File: config.mk
export PLATFORM = sky130hd
export DESIGN_NAME = aer_readout_top
export DESIGN_NICKNAME = d
export VERILOG_FILES = /design/src/aer_pkg.sv /design/src/aer_readout_top.sv /design/src/pixel_level_1.sv /design/src/pixel_level_0.sv /design/src/scan_arbiter.sv
export SDC_FILE = /design/constraint.sdc
export NUM_CORES = 1
export LEC_CHECK = 0
export ABC_AREA = 1
export ABC_CLOCK_PERIOD_IN_PS = 3400
export BUFFER_PORTS_ARGS = -buffer_cell sky130_fd_sc_hd__buf_2
export CAP_MARGIN = 0
export CORE_MARGIN = 2
export CORE_UTILIZATION = 60
export DETAILED_ROUTE_END_ITERATION = 10
export PLACE_DENSITY = 0.81
export REMOVE_ABC_BUFFERS = 1
export SETUP_SLACK_MARGIN = 0.05
export SYNTH_ARGS = -nofsm -noshare
export SYNTH_HDL_FRONTEND = slang
export SYNTH_SLANG_ARGS = --single-unit
File: constraint.sdc
create_clock -name clk_i -period 3.4 [get_ports clk_i]
set_input_delay 0.51 -clock clk_i [delete_from_list [all_inputs] [get_ports clk_i]]
set_output_delay 0.51 -clock clk_i [all_outputs]
set_load 0.02 [all_outputs]
File: src/aer_pkg.sv
// ################################################
// Array geometry, FSM states and the event address word of the
// AER readout arbiter, referenced by scoped names
// ################################################
`default_nettype none

package aer_pkg;

    parameter int GRP_ROWS = 2;                     // Groups along x
    parameter int GRP_COLS = 2;                     // Groups along y
    parameter int PIX_ROWS = 2;                     // Pixels per group along x
    parameter int PIX_COLS = 2;                     // Pixels per group along y
    parameter int GRP_ADD  = 1;                     // Group index width
    parameter int PIX_ADD  = 1;                     // Local pixel index width

    parameter int ARR_ROWS = GRP_ROWS * PIX_ROWS;   // Pixels along x over the array
    parameter int ARR_COLS = GRP_COLS * PIX_COLS;   // Pixels along y over the array
    parameter int NUM_PIX  = ARR_ROWS * ARR_COLS;   // One request bit per pixel

    // Row-then-column sequencing, used by both arbiter levels
    typedef enum logic [1:0] {
        IDLE      = 2'b00,                          // Nothing in progress
        ROW_GRANT = 2'b01,                          // Row picked or row pass ending
        COL_GRANT = 2'b10                           // Walking the columns of one row
    } arb_state_t;

    typedef union packed {
        struct packed {
            logic [GRP_ADD+PIX_ADD-1:0] x;          // Array row
            logic [GRP_ADD+PIX_ADD-1:0] y;          // Array column
        } coord;
        struct packed {
            logic [GRP_ADD-1:0] grp_x;              // Upper bits of x
            logic [PIX_ADD-1:0] pix_x;              // Row inside the group
            logic [GRP_ADD-1:0] grp_y;              // Upper bits of y
            logic [PIX_ADD-1:0] pix_y;              // Column inside the group
        } hier;
    } event_addr_u;

endpackage

`default_nettype wire
File: src/aer_readout_top.sv
// ################################################
// AER readout top, four pixel groups under one group arbiter,
// each served pixel leaves as a registered address and strobe
// ################################################
`timescale 1ns/1ns
`default_nettype none

module aer_readout_top (
    input  wire                          clk_i,
    input  wire                          reset_i,
    input  wire  [aer_pkg::NUM_PIX-1:0]  req_i,          // Pixel requests, x-major
    output logic [aer_pkg::NUM_PIX-1:0]  gnt_o,          // Pixel grants, x-major
    output logic                         event_valid_o,  // One cycle per served pixel
    output aer_pkg::event_addr_u         event_addr_o,   // Address of that pixel
    output logic                         frame_done_o    // Group scan wrapped
);

    localparam int GR = aer_pkg::GRP_ROWS;
    localparam int GC = aer_pkg::GRP_COLS;
    localparam int PR = aer_pkg::PIX_ROWS;
    localparam int PC = aer_pkg::PIX_COLS;

    logic [GR-1:0][GC-1:0]  grp_req;
    logic [GR-1:0][GC-1:0]  grp_release;
    logic [GR-1:0][GC-1:0]  grp_en;
    logic [GR-1:0][GC-1:0]  grp_active;            // Group has a pixel grant now
    logic [PR-1:0][PC-1:0]  pix_req [GR][GC];
    logic [PR-1:0][PC-1:0]  pix_gnt [GR][GC];
    logic [aer_pkg::PIX_ADD-1:0] pix_x [GR][GC];
    logic [aer_pkg::PIX_ADD-1:0] pix_y [GR][GC];
    logic [aer_pkg::GRP_ADD-1:0] grp_x;
    logic [aer_pkg::GRP_ADD-1:0] grp_y;

    // Flat array coordinates split into group and local indices
    always_comb
    begin
        for (int x = 0; x < aer_pkg::ARR_ROWS; x++)
        begin
            for (int y = 0; y < aer_pkg::ARR_COLS; y++)
            begin
                pix_req[x / PR][y / PC][x % PR][y % PC] = req_i[x * aer_pkg::ARR_COLS + y];
                gnt_o[x * aer_pkg::ARR_COLS + y] = pix_gnt[x / PR][y / PC][x % PR][y % PC];
            end
        end
    end

    for (genvar gx = 0; gx < GR; gx++)
    begin : g_grp_row
        for (genvar gy = 0; gy < GC; gy++)
        begin : g_grp_col
            pixel_level_0 #(
                .Lvl_ROWS (PR),
                .Lvl_COLS (PC),
                .Lvl_ADD  (aer_pkg::PIX_ADD)
            ) i_pixel_level_0 (
                .clk_i         (clk_i),
                .reset_i       (reset_i),
                .enable_i      (grp_en[gx][gy]),
                .req_i         (pix_req[gx][gy]),
                .gnt_o         (pix_gnt[gx][gy]),
                .x_add_o       (pix_x[gx][gy]),
                .y_add_o       (pix_y[gx][gy]),
                .active_o      (grp_active[gx][gy]),
                .req_o         (grp_req[gx][gy]),
                .grp_release_o (grp_release[gx][gy])
            );
        end
    end

    pixel_level_1 #(
        .Lvl_ROWS (GR),
        .Lvl_COLS (GC),
        .Lvl_ADD  (aer_pkg::GRP_ADD)
    ) i_pixel_level_1 (
        .clk_i         (clk_i),
        .reset_i       (reset_i),
        .grp_req_i     (grp_req),
        .grp_release_i (grp_release),
        .grp_en_o      (grp_en),
        .x_add_o       (grp_x),
        .y_add_o       (grp_y),
        .frame_done_o  (frame_done_o)
    );

    always_ff @(posedge clk_i or posedge reset_i)
    begin
        if (reset_i)
            event_valid_o <= 1'b0;
        else
            event_valid_o <= |grp_active;           // At most one group active
    end

    // Group indices stay put while the group is served
    always_ff @(posedge clk_i)
    begin
        event_addr_o.hier.grp_x <= grp_x;
        event_addr_o.hier.pix_x <= pix_x[grp_x][grp_y];
        event_addr_o.hier.grp_y <= grp_y;
        event_addr_o.hier.pix_y <= pix_y[grp_x][grp_y];
    end

endmodule

`default_nettype wire

File: src/pixel_level_1.sv
// ################################################
// Group arbiter, enables one level-0 group at a time in
// row-major order and holds it until the group releases
// ################################################
`timescale 1ns/1ns
`default_nettype none

module pixel_level_1 #(
    parameter int Lvl_ROWS = 2,                     // Group rows
    parameter int Lvl_COLS = 2,                     // Group columns
    parameter int Lvl_ADD  = 1                      // Group index width
) (
    input  wire                               clk_i,
    input  wire                               reset_i,
    input  wire  [Lvl_ROWS-1:0][Lvl_COLS-1:0] grp_req_i,     // Group has requests
    input  wire  [Lvl_ROWS-1:0][Lvl_COLS-1:0] grp_release_i, // Group finished its pass
    output logic [Lvl_ROWS-1:0][Lvl_COLS-1:0] grp_en_o,      // Enable of the served group
    output logic [Lvl_ADD-1:0]                x_add_o,       // Served group row
    output logic [Lvl_ADD-1:0]                y_add_o,       // Served group column
    output logic                              frame_done_o   // All groups served
);

    aer_pkg::arb_state_t state;
    aer_pkg::arb_state_t next_state;

    logic [Lvl_ROWS-1:0] row_req;
    logic [Lvl_COLS-1:0] col_req;
    logic [Lvl_ROWS-1:0] x_gnt;
    logic [Lvl_COLS-1:0] y_gnt;
    logic                x_enable;
    logic                y_enable;
    logic                refresh_x;
    logic                refresh_y;
    logic                x_release;
    logic                y_release;

    assign col_req      = grp_req_i[x_add_o];
    assign frame_done_o = (state == aer_pkg::ROW_GRANT) && x_release;

    always_comb
    begin
        for (int i = 0; i < Lvl_ROWS; i++)
        begin
            row_req[i] = |grp_req_i[i];
            for (int j = 0; j < Lvl_COLS; j++)
            begin
                grp_en_o[i][j] = x_gnt[i] & y_gnt[j];   // Held for the whole group pass
            end
        end
    end

    always_ff @(posedge clk_i or posedge reset_i)
    begin
        if (reset_i)
            state <= aer_pkg::IDLE;
        else
            state <= next_state;
    end

    always_comb
    begin
        next_state = state;
        x_enable   = 1'b0;
        y_enable   = 1'b0;
        refresh_x  = 1'b0;
        refresh_y  = 1'b0;
        case (state)
            aer_pkg::IDLE:
            begin
                if (|grp_req_i)
                begin
                    x_enable   = 1'b1;
                    next_state = aer_pkg::ROW_GRANT;
                end
            end
            aer_pkg::ROW_GRANT:
            begin
                if (x_release)
                begin
                    refresh_x  = 1'b1;              // Frame over, back to group 0
                    refresh_y  = 1'b1;
                    next_state = aer_pkg::IDLE;
                end
                else
                begin
                    y_enable   = 1'b1;
                    next_state = aer_pkg::COL_GRANT;
                end
            end
            aer_pkg::COL_GRANT:
            begin
                if (y_release)
                begin
                    refresh_y  = 1'b1;
                    x_enable   = 1'b1;
                    next_state = aer_pkg::ROW_GRANT;
                end
                else
                    y_enable = |(grp_release_i & grp_en_o); // Step only on release
            end
            default: next_state = aer_pkg::IDLE;
        endcase
    end

    scan_arbiter #(.N(Lvl_ROWS), .ADD(Lvl_ADD)) i_row_arbiter (
        .clk_i         (clk_i),
        .reset_i       (reset_i),
        .enable_i      (x_enable),
        .refresh_i     (refresh_x),
        .req_i         (row_req),
        .gnt_o         (x_gnt),
        .add_o         (x_add_o),
        .grp_release_o (x_release)
    );

    scan_arbiter #(.N(Lvl_COLS), .ADD(Lvl_ADD)) i_col_arbiter (
        .clk_i         (clk_i),
        .reset_i       (reset_i),
        .enable_i      (y_enable),
        .refresh_i     (refresh_y),
        .req_i         (col_req),
        .gnt_o         (y_gnt),
        .add_o         (y_add_o),
        .grp_release_o (y_release)
    );

    a_one_group: assert property (@(posedge clk_i) disable iff (reset_i)
        $onehot0(grp_en_o))
        else $error("more than one group enabled");

endmodule

`default_nettype wire

File: src/pixel_level_0.sv
// ################################################
// Pixel arbiter of one group, picks a row then serves its pixels
// one per cycle, releases the group once its row pass ends
// ################################################
`timescale 1ns/1ns
`default_nettype none

module pixel_level_0 #(
    parameter int Lvl_ROWS = 2,                     // Pixel rows in the group
    parameter int Lvl_COLS = 2,                     // Pixel columns in the group
    parameter int Lvl_ADD  = 1                      // Local index width
) (
    input  wire                               clk_i,
    input  wire                               reset_i,
    input  wire                               enable_i,      // Group selected by level 1
    input  wire  [Lvl_ROWS-1:0][Lvl_COLS-1:0] req_i,         // Pixel request levels
    output logic [Lvl_ROWS-1:0][Lvl_COLS-1:0] gnt_o,         // One-cycle pixel grant
    output logic [Lvl_ADD-1:0]                x_add_o,       // Granted row
    output logic [Lvl_ADD-1:0]                y_add_o,       // Granted column
    output logic                              active_o,      // A pixel is granted now
    output logic                              req_o,         // Any pixel requesting
    output logic                              grp_release_o  // Group pass done
);

    aer_pkg::arb_state_t state;
    aer_pkg::arb_state_t next_state;

    logic [Lvl_ROWS-1:0] row_req;                   // Rows with at least one request
    logic [Lvl_COLS-1:0] col_req;                   // Columns of the granted row
    logic [Lvl_ROWS-1:0] x_gnt;
    logic [Lvl_COLS-1:0] y_gnt;
    logic                x_enable;
    logic                y_enable;
    logic                refresh_x;
    logic                refresh_y;
    logic                x_release;                 // Row pass over
    logic                y_release;                 // Column pass of this row over

    assign req_o   = |req_i;
    assign col_req = req_i[x_add_o];

    always_comb
    begin
        for (int i = 0; i < Lvl_ROWS; i++)
        begin
            row_req[i] = |req_i[i];
        end
    end

    // Pixel grant lives only while the column arbiter holds a grant
    always_comb
    begin
        for (int i = 0; i < Lvl_ROWS; i++)
        begin
            for (int j = 0; j < Lvl_COLS; j++)
            begin
                gnt_o[i][j] = x_gnt[i] & y_gnt[j];
            end
        end
    end

    assign active_o      = |gnt_o;
    assign grp_release_o = enable_i && (state == aer_pkg::ROW_GRANT) && x_release;

    always_ff @(posedge clk_i or posedge reset_i)
    begin
        if (reset_i)
            state <= aer_pkg::IDLE;
        else
            state <= next_state;
    end

    always_comb
    begin
        next_state = state;
        x_enable   = 1'b0;
        y_enable   = 1'b0;
        refresh_x  = 1'b0;
        refresh_y  = 1'b0;
        if (!enable_i)
        begin
            refresh_x  = 1'b1;                      // Losing enable restarts both passes
            refresh_y  = 1'b1;
            next_state = aer_pkg::IDLE;
        end
        else
        begin
            case (state)
                aer_pkg::IDLE:
                begin
                    x_enable   = 1'b1;              // Pick the first row
                    next_state = aer_pkg::ROW_GRANT;
                end
                aer_pkg::ROW_GRANT:
                begin
                    if (!x_release)
                    begin
                        y_enable   = 1'b1;          // Pick the first column of the row
                        next_state = aer_pkg::COL_GRANT;
                    end
                end
                aer_pkg::COL_GRANT:
                begin
                    if (y_release)
                    begin
                        refresh_y  = 1'b1;          // Row done, step the row arbiter
                        x_enable   = 1'b1;
                        next_state = aer_pkg::ROW_GRANT;
                    end
                    else
                        y_enable = 1'b1;            // Next pixel every cycle
                end
                default: next_state = aer_pkg::IDLE;
            endcase
        end
    end

    scan_arbiter #(.N(Lvl_ROWS), .ADD(Lvl_ADD)) i_row_arbiter (
        .clk_i         (clk_i),
        .reset_i       (reset_i),
        .enable_i      (x_enable),
        .refresh_i     (refresh_x),
        .req_i         (row_req),
        .gnt_o         (x_gnt),
        .add_o         (x_add_o),
        .grp_release_o (x_release)
    );

    scan_arbiter #(.N(Lvl_COLS), .ADD(Lvl_ADD)) i_col_arbiter (
        .clk_i         (clk_i),
        .reset_i       (reset_i),
        .enable_i      (y_enable),
        .refresh_i     (refresh_y),
        .req_i         (col_req),
        .gnt_o         (y_gnt),
        .add_o         (y_add_o),
        .grp_release_o (y_release)
    );

    // Level 1 must never pull enable while a pixel is being served
    a_no_gnt_unselected: assert property (@(posedge clk_i) disable iff (reset_i)
        !enable_i |-> (gnt_o == '0))
        else $error("pixel grant while group not enabled");

endmodule

`default_nettype wire

File: src/scan_arbiter.sv
// ################################################
// One-pass ordered arbiter over N requests, walks upward from
// the last grant and flags release once nothing is left above
// ################################################
`timescale 1ns/1ns
`default_nettype none

module scan_arbiter #(
    parameter int N   = 2,                          // Number of requesters
    parameter int ADD = 1                           // Index width
) (
    input  wire            clk_i,
    input  wire            reset_i,
    input  wire            enable_i,                // Step to the next request
    input  wire            refresh_i,               // Restart the pass from index 0
    input  wire  [N-1:0]   req_i,                   // Request levels
    output logic [N-1:0]   gnt_o,                   // One-hot grant, held between steps
    output logic [ADD-1:0] add_o,                   // Index of the current grant
    output logic           grp_release_o            // Pass finished
);

    logic           pass_active;                    // A grant was issued in this pass
    logic           found;                          // Candidate exists above pointer
    logic [ADD-1:0] next_idx;                       // Lowest candidate index

    // Descending loop so the lowest qualifying index wins
    always_comb
    begin
        found    = 1'b0;
        next_idx = '0;
        for (int i = N - 1; i >= 0; i--)
        begin
            if (req_i[i] && (!pass_active || i > int'(add_o)))
            begin
                found    = 1'b1;
                next_idx = ADD'(i);
            end
        end
    end

    always_ff @(posedge clk_i or posedge reset_i)
    begin
        if (reset_i)
        begin
            gnt_o         <= '0;
            add_o         <= '0;
            pass_active   <= 1'b0;
            grp_release_o <= 1'b0;
        end
        else if (refresh_i)
        begin
            gnt_o         <= '0;                    // Pointer kept, only the pass restarts
            pass_active   <= 1'b0;
            grp_release_o <= 1'b0;
        end
        else if (enable_i)
        begin
            if (found)
            begin
                gnt_o         <= N'(1) << next_idx;
                add_o         <= next_idx;
                pass_active   <= 1'b1;
                grp_release_o <= 1'b0;
            end
            else
            begin
                gnt_o         <= '0;                // Drop grant at end of pass
                grp_release_o <= 1'b1;
            end
        end
    end

    a_gnt_onehot: assert property (@(posedge clk_i) disable iff (reset_i)
        $onehot0(gnt_o))
        else $error("scan_arbiter grant not one-hot");

endmodule

`default_nettype wire

# == After elaboration in Yosys (flattened, before gate mapping) ==
# Index checks and enable logic that the tools add are counted.
# word_totals
latchBits,0
wordCells,446
mem_bits_ro,0
ramBits,0
inputBits,18
register_bits,65
mem_count,0
# classes
n_lt_le_gt_ge,17
bitwise,29
n_eq_ne,28
addsub,0
div,0
shifts,10
n_mul,0
n_reduce_logical,108
mux,207
# ops
operator,count
2-to-1 mux 1 bit,130
2-to-1 mux 2 bit,61
OR reduction 16 bit,2
case mux 2 bit (3 select lines),5
AND reduction 2 bit,15
AND reduction 3 bit,10
logical AND 1 bit,29
!= test 3 bit (second input constant),8
nonzero test 2 bit,12
case mux 1 bit (2 select lines),11
AND 1 bit,20
OR reduction 4 bit,5
left shift 1 x 1 -> 2 bit (first input constant),10
!= test 2 bit (second input constant),9
OR reduction 2 bit,8
OR reduction 8 bit,2
== test 2 x 1 -> 1 bit (second input constant),5
== test 2 bit (second input constant),5
greater-than comparator 1 bit (first input constant),10
logical NOT 1 bit,10
logical NOT 2 bit,5
logical OR 1 bit,10
< comparator 1 x 2 -> 1 bit (second input constant),5
inverter 1 bit,6
other kinds (4),6

# == Depth between registers and ports, before layout ==
# Gate-level depths: netlist of the first run.
# logic_depth
ltp_word,10
ltp_mapped,12

# == By module ==
# A second synthesis of the first run with hierarchy kept.
# hier_totals
hier_cells,637
hier_area_um2,4095.2
# modules_own_cells
module,n_inst,cells_each,seq_area_each_um2,area_each_um2
scan_arbiter,10,34,125.1,237.7
pixel_level_0,4,53,50.0,300.3
pixel_level_1,1,52,50.0,301.5
aer_readout_top,1,33,105.1,215.2

# == Least setup slack after synthesis of the first run ==
# No wires, ideal clock.
# synth_path
path_type,flip-flop to output port
start,register i_pixel_level_1.state[1]
end,output port frame_done_o
slack_ns,2.002
path_stages_with_launch,5
arrival_ns,0.888
path_cell_list,dfrtp_1 -> inv_1 -> ha_1 -> nand2_1 -> inv_1
# synth_via
elab_chain_cells,2
# synth_rtl
item,line,source
"start, declared",pixel_level_1.sv:23,aer_pkg::arb_state_t state;
"start signal, assigned",pixel_level_1.sv:55,state <= aer_pkg::IDLE;
"start signal, assigned",pixel_level_1.sv:57,state <= next_state;
== test 2 x 1 -> 1 bit,pixel_level_1.sv:38,assign frame_done_o = (state == aer_pkg::ROW_GRANT) && x_release;
logical AND 1 bit,pixel_level_1.sv:38,
"end, declared",aer_readout_top.sv:15,output logic frame_done_o
# No other way between the ends.

# == Worst setup path in the final report of the first run ==
# Ends and elaborated chain as after synthesis.

==> impl_metrics.env, run 1 <==
export IMPL_fin_area_sq_um=4130
export IMPL_required_ns=2.89
export IMPL_max_slew_margin_pct=59.4
export IMPL_crit_top_cell="inv_1"
export IMPL_synth_seq_cells=65
export IMPL_utilization_pct=70.5
export IMPL_crit_fanout=4
export IMPL_cts_setup_buffers=0
export IMPL_syn_inst=470
export IMPL_powerDensity_nw_per_um2=633
export IMPL_gp_congestion=0.864
export IMPL_pre_cts_slack_ns=1.68
export IMPL_path_class="register to output port"
export IMPL_critPathBufInv=3
export IMPL_dieHeight_um=81.5
export IMPL_synth_seq_area_share_pct=44.6
export IMPL_r2r_end="i_pixel_level_1.i_col_arbiter.gnt_o[0]$_DFFE_PP0P_"
export IMPL_slew_violations=0
export IMPL_cts_clk_slew_worst_paths_ns=0.08
export IMPL_nFillCells=457
export IMPL_htree_levels=3
export IMPL_drtPass1Iterations=5
export IMPL_std_cell_rows=28
export IMPL_p_leak_nw=2.31
export IMPL_postRouteAntennaNets=0
export IMPL_crit_chain="inv_1 > ha_1 > nand2_1 > inv_1 > buf_2"
export IMPL_ys_warn_count=0
export IMPL_place_area_sq_um=3900
export IMPL_min_period_over_period_pct=56.9
export IMPL_diodes=0
export IMPL_finalWorstSetupSlack_ns=1.47
export IMPL_cts_tree="done"
export IMPL_die_x_um=81.5
export IMPL_initial_core_util_pct=61.5
export IMPL_peakVddDrop_uv=413
export IMPL_grt_pass1_vias=2839
export IMPL_drive_gt1_share_pct=15.8
export IMPL_regArea_sq_um=1610
export IMPL_hold_viol_final=0
export IMPL_slowest_delay_ns=0.41
export IMPL_grt_overflow=0
export IMPL_synth_edf_count=0
export IMPL_min_path_type="input pin to asynchronous set/reset pin"
export IMPL_wl_um=7570
export IMPL_place_hpwl_um=5710
export IMPL_timing_hold_ws_ns=0.225
export IMPL_synthTopCellsByArea="dfrtp_1, nand2_1, inv_1, ha_1, nor2_1"
export IMPL_multiInputGateArea_sq_um=1710
export IMPL_r2r_setup_slack_ns=1.80
export IMPL_grt_pass1_wl_um=12300
export IMPL_synth_flop_cell="dfrtp_1"
export IMPL_core_region_area_sq_um=5850
export IMPL_final_cells=601
export IMPL_fmax_ghz=0.517
export IMPL_rsz0062_at_grt="false"
export IMPL_synth_top_area_cell="dfrtp_1"
export IMPL_synth_async_reset_ratio_pct=93.8
export IMPL_worst_setup_path_start_kind="register"
export IMPL_wl_per_cell_um=12.6
export IMPL_clk_latency_ns=0.35
export IMPL_portBuffers=39
export IMPL_max_cap_violations=0
export IMPL_tightest_slew_ns=0.608
export IMPL_num_io_pins=40
export IMPL_tns_ns=0
export IMPL_cpMaxStageDelayCell="dfrtp_1"
export IMPL_netlist_top_cells_count="nand2_1, inv_1, dfrtp_1"
export IMPL_antenna_found_initial=0
export IMPL_finalNetCount=559
export IMPL_cts_sinks=65
export IMPL_finalSetupViolCount=0
export IMPL_dp_cells=585
export IMPL_synth_top_area_share_pct=42.4
export IMPL_cts_hold_buf=0
export IMPL_grt_max_degree=34
export IMPL_vias_per_cell=5.21
export IMPL_crit_arrival_ns=1.42
export IMPL_status="finished clean"
export IMPL_synth_avg_cell_area_sq_um=7.66
export IMPL_initialDrtViolationCount=138
export IMPL_path_delay_family="flip-flops"
export IMPL_fin_crit_ns=1.93
export IMPL_numCtsBuffers=9
export IMPL_root_buffer="clkbuf_8"
export IMPL_cts_resized=0
export IMPL_synthDistinctLibCells=33
export IMPL_clk_path_buf_depth=2
export IMPL_synth_most_common_cell="nand2_1"
export IMPL_die_area_sq_um=6640
export IMPL_clock_skew_ns=0.0102
export IMPL_syn_area_sq_um=3600
export IMPL_reg2regPathDepth=12
export IMPL_drcViolationCount=0
export IMPL_via_count=3133
export IMPL_area_growth_pct=14.6
export IMPL_total_power_mw=2.61
export IMPL_grt_total_usage_pct=24.5
export IMPL_worstSetupEndpointType="output port"
## layout by cell type (no fill, tap or decap), types with 2 or more instances in the layout
cell,count
clkinv_2,2
bufinv_16,2
o21a_1,2
inv_1,71
a21o_1,2
nor2_4,4
dfxtp_1,4
o22ai_1,10
buf_2,39
o21ai_0,32
nand3_1,31
a22o_1,2
nand2_2,8
nor2_1,60
a211oi_1,4
nand2_1,111
dfrtp_1,61
ha_1,20
a21oi_1,19
nor3_1,2
nor2_2,4
clkbuf_8,11
inv_2,6
a31o_2,2
nand4_1,2
a31oi_1,2
## final cells by class
type | instances | area share (%)
Clock buffer | 11 | 3.67
Clock inverter | 5 | 1.88
Inverter | 77 | 7.00
Multi-Input combinational cell | 328 | 41.3
Sequential cell | 65 | 38.9
Tap cell | 75 | 2.27
Timing Repair Buffer | 40 | 4.91
## worst max-delay path by stage
stage / from / end / slack (ns) / cells after the start
2_1_floorplan: reset_i / event_valid_o$_DFF_PP0_ / 1.38 / 1
3_3_place_gp: req_i[3] / i_pixel_level_1.i_row_arbiter.gnt_o[1]$_DFFE_PP0P_ / 1.76 / 9
3_5_place_dp: req_i[3] / i_pixel_level_1.i_row_arbiter.add_o$_DFFE_PP0P_ / 1.68 / 9
4_1_cts: i_pixel_level_1.state[1]$_DFFE_PP0P_ / frame_done_o / 1.45 / 5
5_1_grt: i_pixel_level_1.state[1]$_DFFE_PP0P_ / frame_done_o / 1.35 / 5
6_report: i_pixel_level_1.state[1]$_DFFE_PP0P_ / frame_done_o / 1.47 / 5
## metal layers
layer  GRT usage, %  wire length [um]
met1           31.5              3480
met2           40.8              3620
met3           3.74               331
met4           10.8               130
met5              0                 0
## kinds of logic (layout without fill, tap and decap cells)
group / after synthesis / after routing / share of synthesized area (%)
AND/OR/NAND/NOR: 226 / 226 / 27.1
AO/OA/AOI/OAI: 82 / 82 / 13.3
buffers and inverters: 77 / 133 / 8.03
flip-flops: 65 / 65 / 44.6
adder cells (fa/ha/maj): 20 / 20 / 6.95
## where the power goes
| group | leakage, nW | total, mW | switching (mW) | internal (mW) |
|---|---|---|---|---|
| Clock | 0.115 | 0.754 | 0.304 | 0.450 |
| Combinational | 1.34 | 0.796 | 0.521 | 0.276 |
| Sequential | 0.852 | 1.06 | 0.141 | 0.922 |
Power figures use the tool's default switching activity.
==> inputs of run 2 (changes only) <==
--- a/config.mk
+++ b/config.mk
@@ -5,14 +5,14 @@
 export SDC_FILE = /design/constraint.sdc
 export NUM_CORES = 1
 export LEC_CHECK = 0
-export ABC_AREA = 1
-export ABC_CLOCK_PERIOD_IN_PS = 3400
+export ABC_AREA = 0
+export ABC_CLOCK_PERIOD_IN_PS = 1900
 export BUFFER_PORTS_ARGS = -buffer_cell sky130_fd_sc_hd__buf_2
 export CAP_MARGIN = 0
 export CORE_MARGIN = 2
-export CORE_UTILIZATION = 60
+export CORE_UTILIZATION = 59
 export DETAILED_ROUTE_END_ITERATION = 10
-export PLACE_DENSITY = 0.81
+export PLACE_DENSITY = 0.8
 export REMOVE_ABC_BUFFERS = 1
 export SETUP_SLACK_MARGIN = 0.05
 export SYNTH_ARGS = -nofsm -noshare
==> constraint.sdc (replaced) <==
create_clock -name clk_i -period 1.9 [get_ports clk_i]
set_input_delay 0.285 -clock clk_i [delete_from_list [all_inputs] [get_ports clk_i]]
set_output_delay 0.285 -clock clk_i [all_outputs]
set_load 0.02 [all_outputs]
==> run 2 against run 1 <==
Worst setup slack got worse by 1.4 ns. Non-clock buffer count is 12 higher. Combinational power rose by 96%. Sequential power grew 89%. Count of clock-buffer cells in the layout up 1. Cell count fell by 12%. Clock power grew 50%. Critical path type unchanged. Critical endpoint unchanged.
==> impl_metrics.env, run 2 <==
export IMPL_die_x_um=82.2
export IMPL_vias_per_cell=5.82
export IMPL_clk_path_buf_depth=2
export IMPL_initial_core_util_pct=61.0
export IMPL_path_class="register to output port"
export IMPL_pre_cts_slack_ns=0.0383
export IMPL_core_region_area_sq_um=5920
export IMPL_max_slew_margin_pct=65.3
export IMPL_synth_edf_count=0
export IMPL_synth_async_reset_ratio_pct=93.8
export IMPL_p_leak_nw=2.00
export IMPL_crit_arrival_ns=1.51
export IMPL_status="finished clean"
export IMPL_synth_flop_cell="dfrtp_1"
export IMPL_clock_skew_ns=0.00973
export IMPL_drive_gt1_share_pct=19.3
export IMPL_powerDensity_nw_per_um2=1120
export IMPL_cts_sinks=65
export IMPL_postRouteAntennaNets=0
export IMPL_drcViolationCount=0
export IMPL_utilization_pct=71.1
export IMPL_min_path_type="input pin to register"
export IMPL_dieHeight_um=82.2
export IMPL_fmax_ghz=0.557
export IMPL_numCtsBuffers=9
export IMPL_syn_area_sq_um=3610
export IMPL_synthTopCellsByArea="dfrtp_1, nor2_1, ha_1, a21oi_1, mux2i_1"
export IMPL_peakVddDrop_uv=727
export IMPL_cts_tree="done"
export IMPL_ys_warn_count=0
export IMPL_std_cell_rows=28
export IMPL_syn_inst=386
export IMPL_die_area_sq_um=6760
export IMPL_hold_path_depth=4
export IMPL_layout_commonest_cell="nor2_1"
export IMPL_tns_ns=0
export IMPL_netlist_top_cells_count="nor2_1, dfrtp_1, a21oi_1"
export IMPL_place_hpwl_um=5940
export IMPL_wl_um=8000
export IMPL_reg2regPathDepth=8
export IMPL_max_cap_violations=0
export IMPL_clk_latency_ns=0.35
export IMPL_cts_clk_slew_worst_paths_ns=0.07
export IMPL_required_ns=1.62
export IMPL_finalWorstSetupSlack_ns=0.105
export IMPL_root_buffer="clkbuf_8"
export IMPL_finalSetupViolCount=0
export IMPL_layout_common_cells="nor2_1, dfrtp_1, a21oi_1, buf_2, ha_1"
export IMPL_synth_seq_area_share_pct=44.5
export IMPL_rsz0062_at_grt="true"
export IMPL_synth_seq_cells=65
export IMPL_synth_top_area_share_pct=42.3
export IMPL_gp_congestion=0.850
export IMPL_wl_per_cell_um=15.2
export IMPL_antenna_found_initial=0
export IMPL_grt_max_degree=47
export IMPL_num_io_pins=40
export IMPL_via_count=3062
export IMPL_htree_levels=3
export IMPL_crit_fanout=5
export IMPL_initialDrtViolationCount=170
export IMPL_area_growth_pct=16.6
export IMPL_synth_top_area_cell="dfrtp_1"
export IMPL_slew_violations=0
export IMPL_tightest_slew_ns=0.515
export IMPL_fin_crit_ns=1.79
export IMPL_total_power_mw=4.70
export IMPL_portBuffers=39
export IMPL_grt_overflow=0
export IMPL_grt_pass1_wl_um=13100
export IMPL_synth_most_common_cell="nor2_1"
export IMPL_hold_viol_final=0
export IMPL_synthDistinctLibCells=49
export IMPL_drtPass1Iterations=5
export IMPL_synth_avg_cell_area_sq_um=9.35
export IMPL_worstSetupEndpointType="output port"
export IMPL_diodes=0
export IMPL_grt_pass1_vias=2871
export IMPL_min_period_over_period_pct=94.5
export IMPL_grt_total_usage_pct=25.7
export IMPL_worst_setup_path_start_kind="register"
export IMPL_finalNetCount=484
==> run 2: where the power goes <==
part	switching, mW	total [mW]	internal [mW]
registers	0.349	2.00	1.65
logic	0.853	1.56	0.711
clock network	0.533	1.13	0.601
==> run 2: final cells by class <==
| cell class | count | area (sq um) |
|---|---|---|
| multi-input cells | 298 | 1940 |
| fillers | 440 | 1710 |
| flip-flops and latches | 65 | 1610 |
| repair buffers | 52 | 310 |
| clock buffers | 12 | 135 |
| well taps | 75 | 93.8 |
| inverters | 20 | 75.1 |
| clock inverters | 4 | 45.0 |
==> run 2: worst paths after layout <==
check / slack (ns) / start / to
min in group asynchronous: 0.45 / reset_i / asynchronous set/reset pin
max in group asynchronous: 0.88 / reset_i / i_pixel_level_1.state[1]$_DFFE_PP0P_
hold / removal: 0.36 / req_i[0] / register
setup reg to reg: 0.13 / register / i_pixel_level_1.i_col_arbiter.add_o$_DFFE_PP0P_
hold reg to reg: 0.52 / register / register
setup / recovery: 0.11 / i_pixel_level_1.state[0]$_DFFE_PP0P_ / frame_done_o
==> run 2: cells by family after synthesis <==
kind of cell	synth area share, %
AO/OA/AOI/OAI	19.0
adder cells (fa/ha/maj)	6.93
buffers and inverters	2.60
flip-flops	44.5
multiplexers	5.96
AND/OR/NAND/NOR	21.0
==> run 2: per-layer routing <==
layer | track usage [%] | vias up | wire length, um
met5 | 0 | - | 0
met4 | 9.50 | 0 | 168
met3 | 7.39 | 15 | 337
met2 | 43.1 | 72 | 3840
met1 | 31.4 | 1472 | 3650
li1 | - | 1503 | -
==> run 2: worst max-delay path: stages (launching register included) <==
cell     delay, ns
dfrtp_1       0.39
buf_4         0.16
ha_4          0.16
nand2_1       0.09
buf_4         0.15
inv_2         0.06
buf_4         0.15
==> run 2: repair_timing <==
item	in CTS	in global routing
buffers inserted	0	0
hold endpoints to repair	15	0
endpoints found under the setup margin	1	12
resized for setup	3	9
pin swaps	0	0
hold buffers	1	0
==> run 2: stage by stage <==
stage | hold slack [ns] | cells | cell area, sq um
final | 0.364 | 526 | 4210
after global routing | 0.417 | 526 | 4210
after CTS | 0.346 | 526 | 4180
after detailed placement | 0.280 | 509 | 3980
after global placement | 0.276 | 509 | 3980
after floorplan | 0.434 | 383 | 3590
==> inputs of run 3 (changes only) <==
--- a/config.mk
+++ b/config.mk
@@ -7,12 +7,13 @@
 export LEC_CHECK = 0
 export ABC_AREA = 0
 export ABC_CLOCK_PERIOD_IN_PS = 1900
-export BUFFER_PORTS_ARGS = -buffer_cell sky130_fd_sc_hd__buf_2
+export BUFFER_PORTS_ARGS = -buffer_cell sky130_fd_sc_hd__buf_4
 export CAP_MARGIN = 0
 export CORE_MARGIN = 2
 export CORE_UTILIZATION = 59
 export DETAILED_ROUTE_END_ITERATION = 10
 export PLACE_DENSITY = 0.8
+export RECOVER_POWER = 50
 export REMOVE_ABC_BUFFERS = 1
 export SETUP_SLACK_MARGIN = 0.05
 export SYNTH_ARGS = -nofsm -noshare
==> run 3 against run 2 <==
Wire length up 4.5%. Critical path depth is the same. Global-route usage grew 0.75 points.
==> impl_metrics.env, run 3 (same netlist as run 2, synthesis figures left out) <==
export IMPL_regArea_sq_um=1610
export IMPL_finalSetupViolCount=0
export IMPL_nFillCells=439
export IMPL_cts_clk_slew_worst_paths_ns=0.07
export IMPL_clk_latency_ns=0.34
export IMPL_grt_pass1_vias=2903
export IMPL_worstSetupEndpointType="output port"
export IMPL_wl_um=8360
export IMPL_vias_per_cell=5.75
export IMPL_place_hpwl_um=6080
export IMPL_p_leak_nw=2.01
export IMPL_drive_gt1_share_pct=18.6
export IMPL_grt_total_usage_pct=26.4
export IMPL_gp_congestion=0.889
export IMPL_power_frac_seq_pct=42.5
export IMPL_root_buffer="clkbuf_8"
export IMPL_numCtsBuffers=9
export IMPL_max_slew_margin_pct=1.64
export IMPL_die_area_sq_um=6760
export IMPL_multiInputGateArea_sq_um=1940
export IMPL_std_cell_rows=28
export IMPL_num_io_pins=40
export IMPL_initialDrtViolationCount=187
export IMPL_crit_fanout=5
export IMPL_diodes=0
export IMPL_dieHeight_um=82.2
export IMPL_finalNetCount=489
export IMPL_r2r_setup_slack_ns=0.16
export IMPL_drtPass1Iterations=4
export IMPL_grt_overflow=0
export IMPL_power_internal_mw=2.98
export IMPL_cts_tree="done"
export IMPL_clock_skew_ns=0.0107
export IMPL_cts_hold_buf=0
export IMPL_layout_common_cells="nor2_1, dfrtp_1, buf_4, a21oi_1"
export IMPL_crit_path_start="i_pixel_level_1.state[1]$_DFFE_PP0P_"
export IMPL_antenna_found_initial=0
export IMPL_min_path_type="input pin to register"
export IMPL_cp_endpoint="frame_done_o"
export IMPL_hold_viol_final=0
export IMPL_drcViolationCount=0
export IMPL_grt_max_degree=62
export IMPL_fin_crit_ns=1.79
export IMPL_tns_ns=0
export IMPL_cts_sinks=65
export IMPL_layout_commonest_cell="nor2_1"
export IMPL_min_period_over_period_pct=94.4
export IMPL_pre_cts_slack_ns=0.0285
export IMPL_worst_setup_path_start_kind="register"
export IMPL_slew_violations=0
export IMPL_tightest_slew_ns=1.48
export IMPL_grt_pass1_wl_um=13300
export IMPL_postRouteAntennaNets=0
export IMPL_swShare_pct=36.9
export IMPL_clkPwrFrac_pct=23.1
export IMPL_reg2regPathDepth=7
export IMPL_wl_per_cell_um=15.7
export IMPL_p_sw_mw=1.74
export IMPL_required_ns=1.62
export IMPL_r2r_start="i_pixel_level_1.state[1]$_DFFE_PP0P_"
export IMPL_area_growth_pct=19.2
export IMPL_peakVddDrop_uv=758
export IMPL_path_class="register to output port"
export IMPL_initial_core_util_pct=61.0
export IMPL_die_x_um=82.2
export IMPL_finalWorstSetupSlack_ns=0.107
export IMPL_clk_path_buf_depth=2
export IMPL_via_count=3053
export IMPL_rsz0062_at_grt="true"
export IMPL_htree_levels=3
export IMPL_portBuffers=39
export IMPL_max_cap_violations=0
export IMPL_fmax_ghz=0.558
export IMPL_status="finished clean"
export IMPL_r2r_end="i_pixel_level_1.i_col_arbiter.add_o$_DFFE_PP0P_"
export IMPL_crit_arrival_ns=1.51
export IMPL_powerDensity_nw_per_um2=1100
export IMPL_core_region_area_sq_um=5920
export IMPL_combPwrFrac_pct=34.4
-- run 3: cell types whose count changed in the layout (fill, tap and decap cells not counted), moves of 2 or more --
cell	delta
buf_2	-38
clkbuf_1	+6
clkinv_2	-2
inv_2	-2
clkbuf_8	+3
inv_1	+2
buf_4	+36
-- run 3: final cells by class --
cell class	count	share of cell area (%)
multi-input combinational	298	45.2
sequential	65	37.3
timing repair buffer	57	9.28
clock buffer	14	4.01
tap	75	2.18
inverter	20	1.74
clock inverter	2	0.291
-- run 3: per-stage QoR --
step           cells  util, %  hold WS [ns]  total power [mW]  instance area, sq um
3_5_place_dp     512     69.3         0.387              3.58                  4100
4_1_cts          530     72.7        0.0223              4.69                  4310
6_report         531     72.7         0.360              4.72                  4300
3_3_place_gp     512     69.3         0.380              3.52                  4100
5_1_grt          531     72.7         0.408              5.01                  4300
2_1_floorplan    383        -         0.434              3.03                  3590
-- run 3: repair_timing --
item	4_1_cts	5_1_grt
gates resized for setup	2	8
endpoints found under the setup margin	1	11
buffers inserted	2	1
pin swaps	0	1
-- run 3: worst max-delay path: stages (launching register included) --
cell     delay, ns
dfrtp_1       0.42
inv_1         0.13
ha_4          0.17
nand2_1       0.08
buf_4         0.17
inv_2         0.08
buf_4         0.14
-- run 3: layer usage --
metal | global-route usage [%] | vias up | wire length (um)
met5 | 0 | - | 0
met4 | 11.5 | 0 | 189
met3 | 5.22 | 14 | 353
met2 | 43.7 | 66 | 4050
met1 | 33.8 | 1458 | 3770
li1 | - | 1515 | -
-- run 3: power groups by stage --
| stage | registers [mW] | clock network [mW] | logic, mW |
|---|---|---|---|
| after floorplan | 1.96 | 0 | 1.07 |
| after global placement | 2.00 | 0 | 1.52 |
| after detailed placement | 2.02 | 0 | 1.56 |
| after CTS | 1.99 | 1.10 | 1.60 |
| after global routing | 2.04 | 1.16 | 1.81 |
| final | 2.01 | 1.09 | 1.63 |
-- run 3: worst min-delay path by stage --
stage / start / to / slack (ns) / depth (start not counted)
2_1_floorplan: i_pixel_level_1.i_col_arbiter.add_o$_DFFE_PP0P_ / event_addr_o[1]$_DFF_P_ / 0.43 / 0
3_3_place_gp: reset_i / asynchronous set/reset pin / 0.38 / 3
3_5_place_dp: reset_i / asynchronous set/reset pin / 0.39 / 3
4_1_cts: reset_i / asynchronous set/reset pin / 0.02 / 3
5_1_grt: req_i[0] / register / 0.41 / 4
6_report: req_i[4] / register / 0.36 / 4
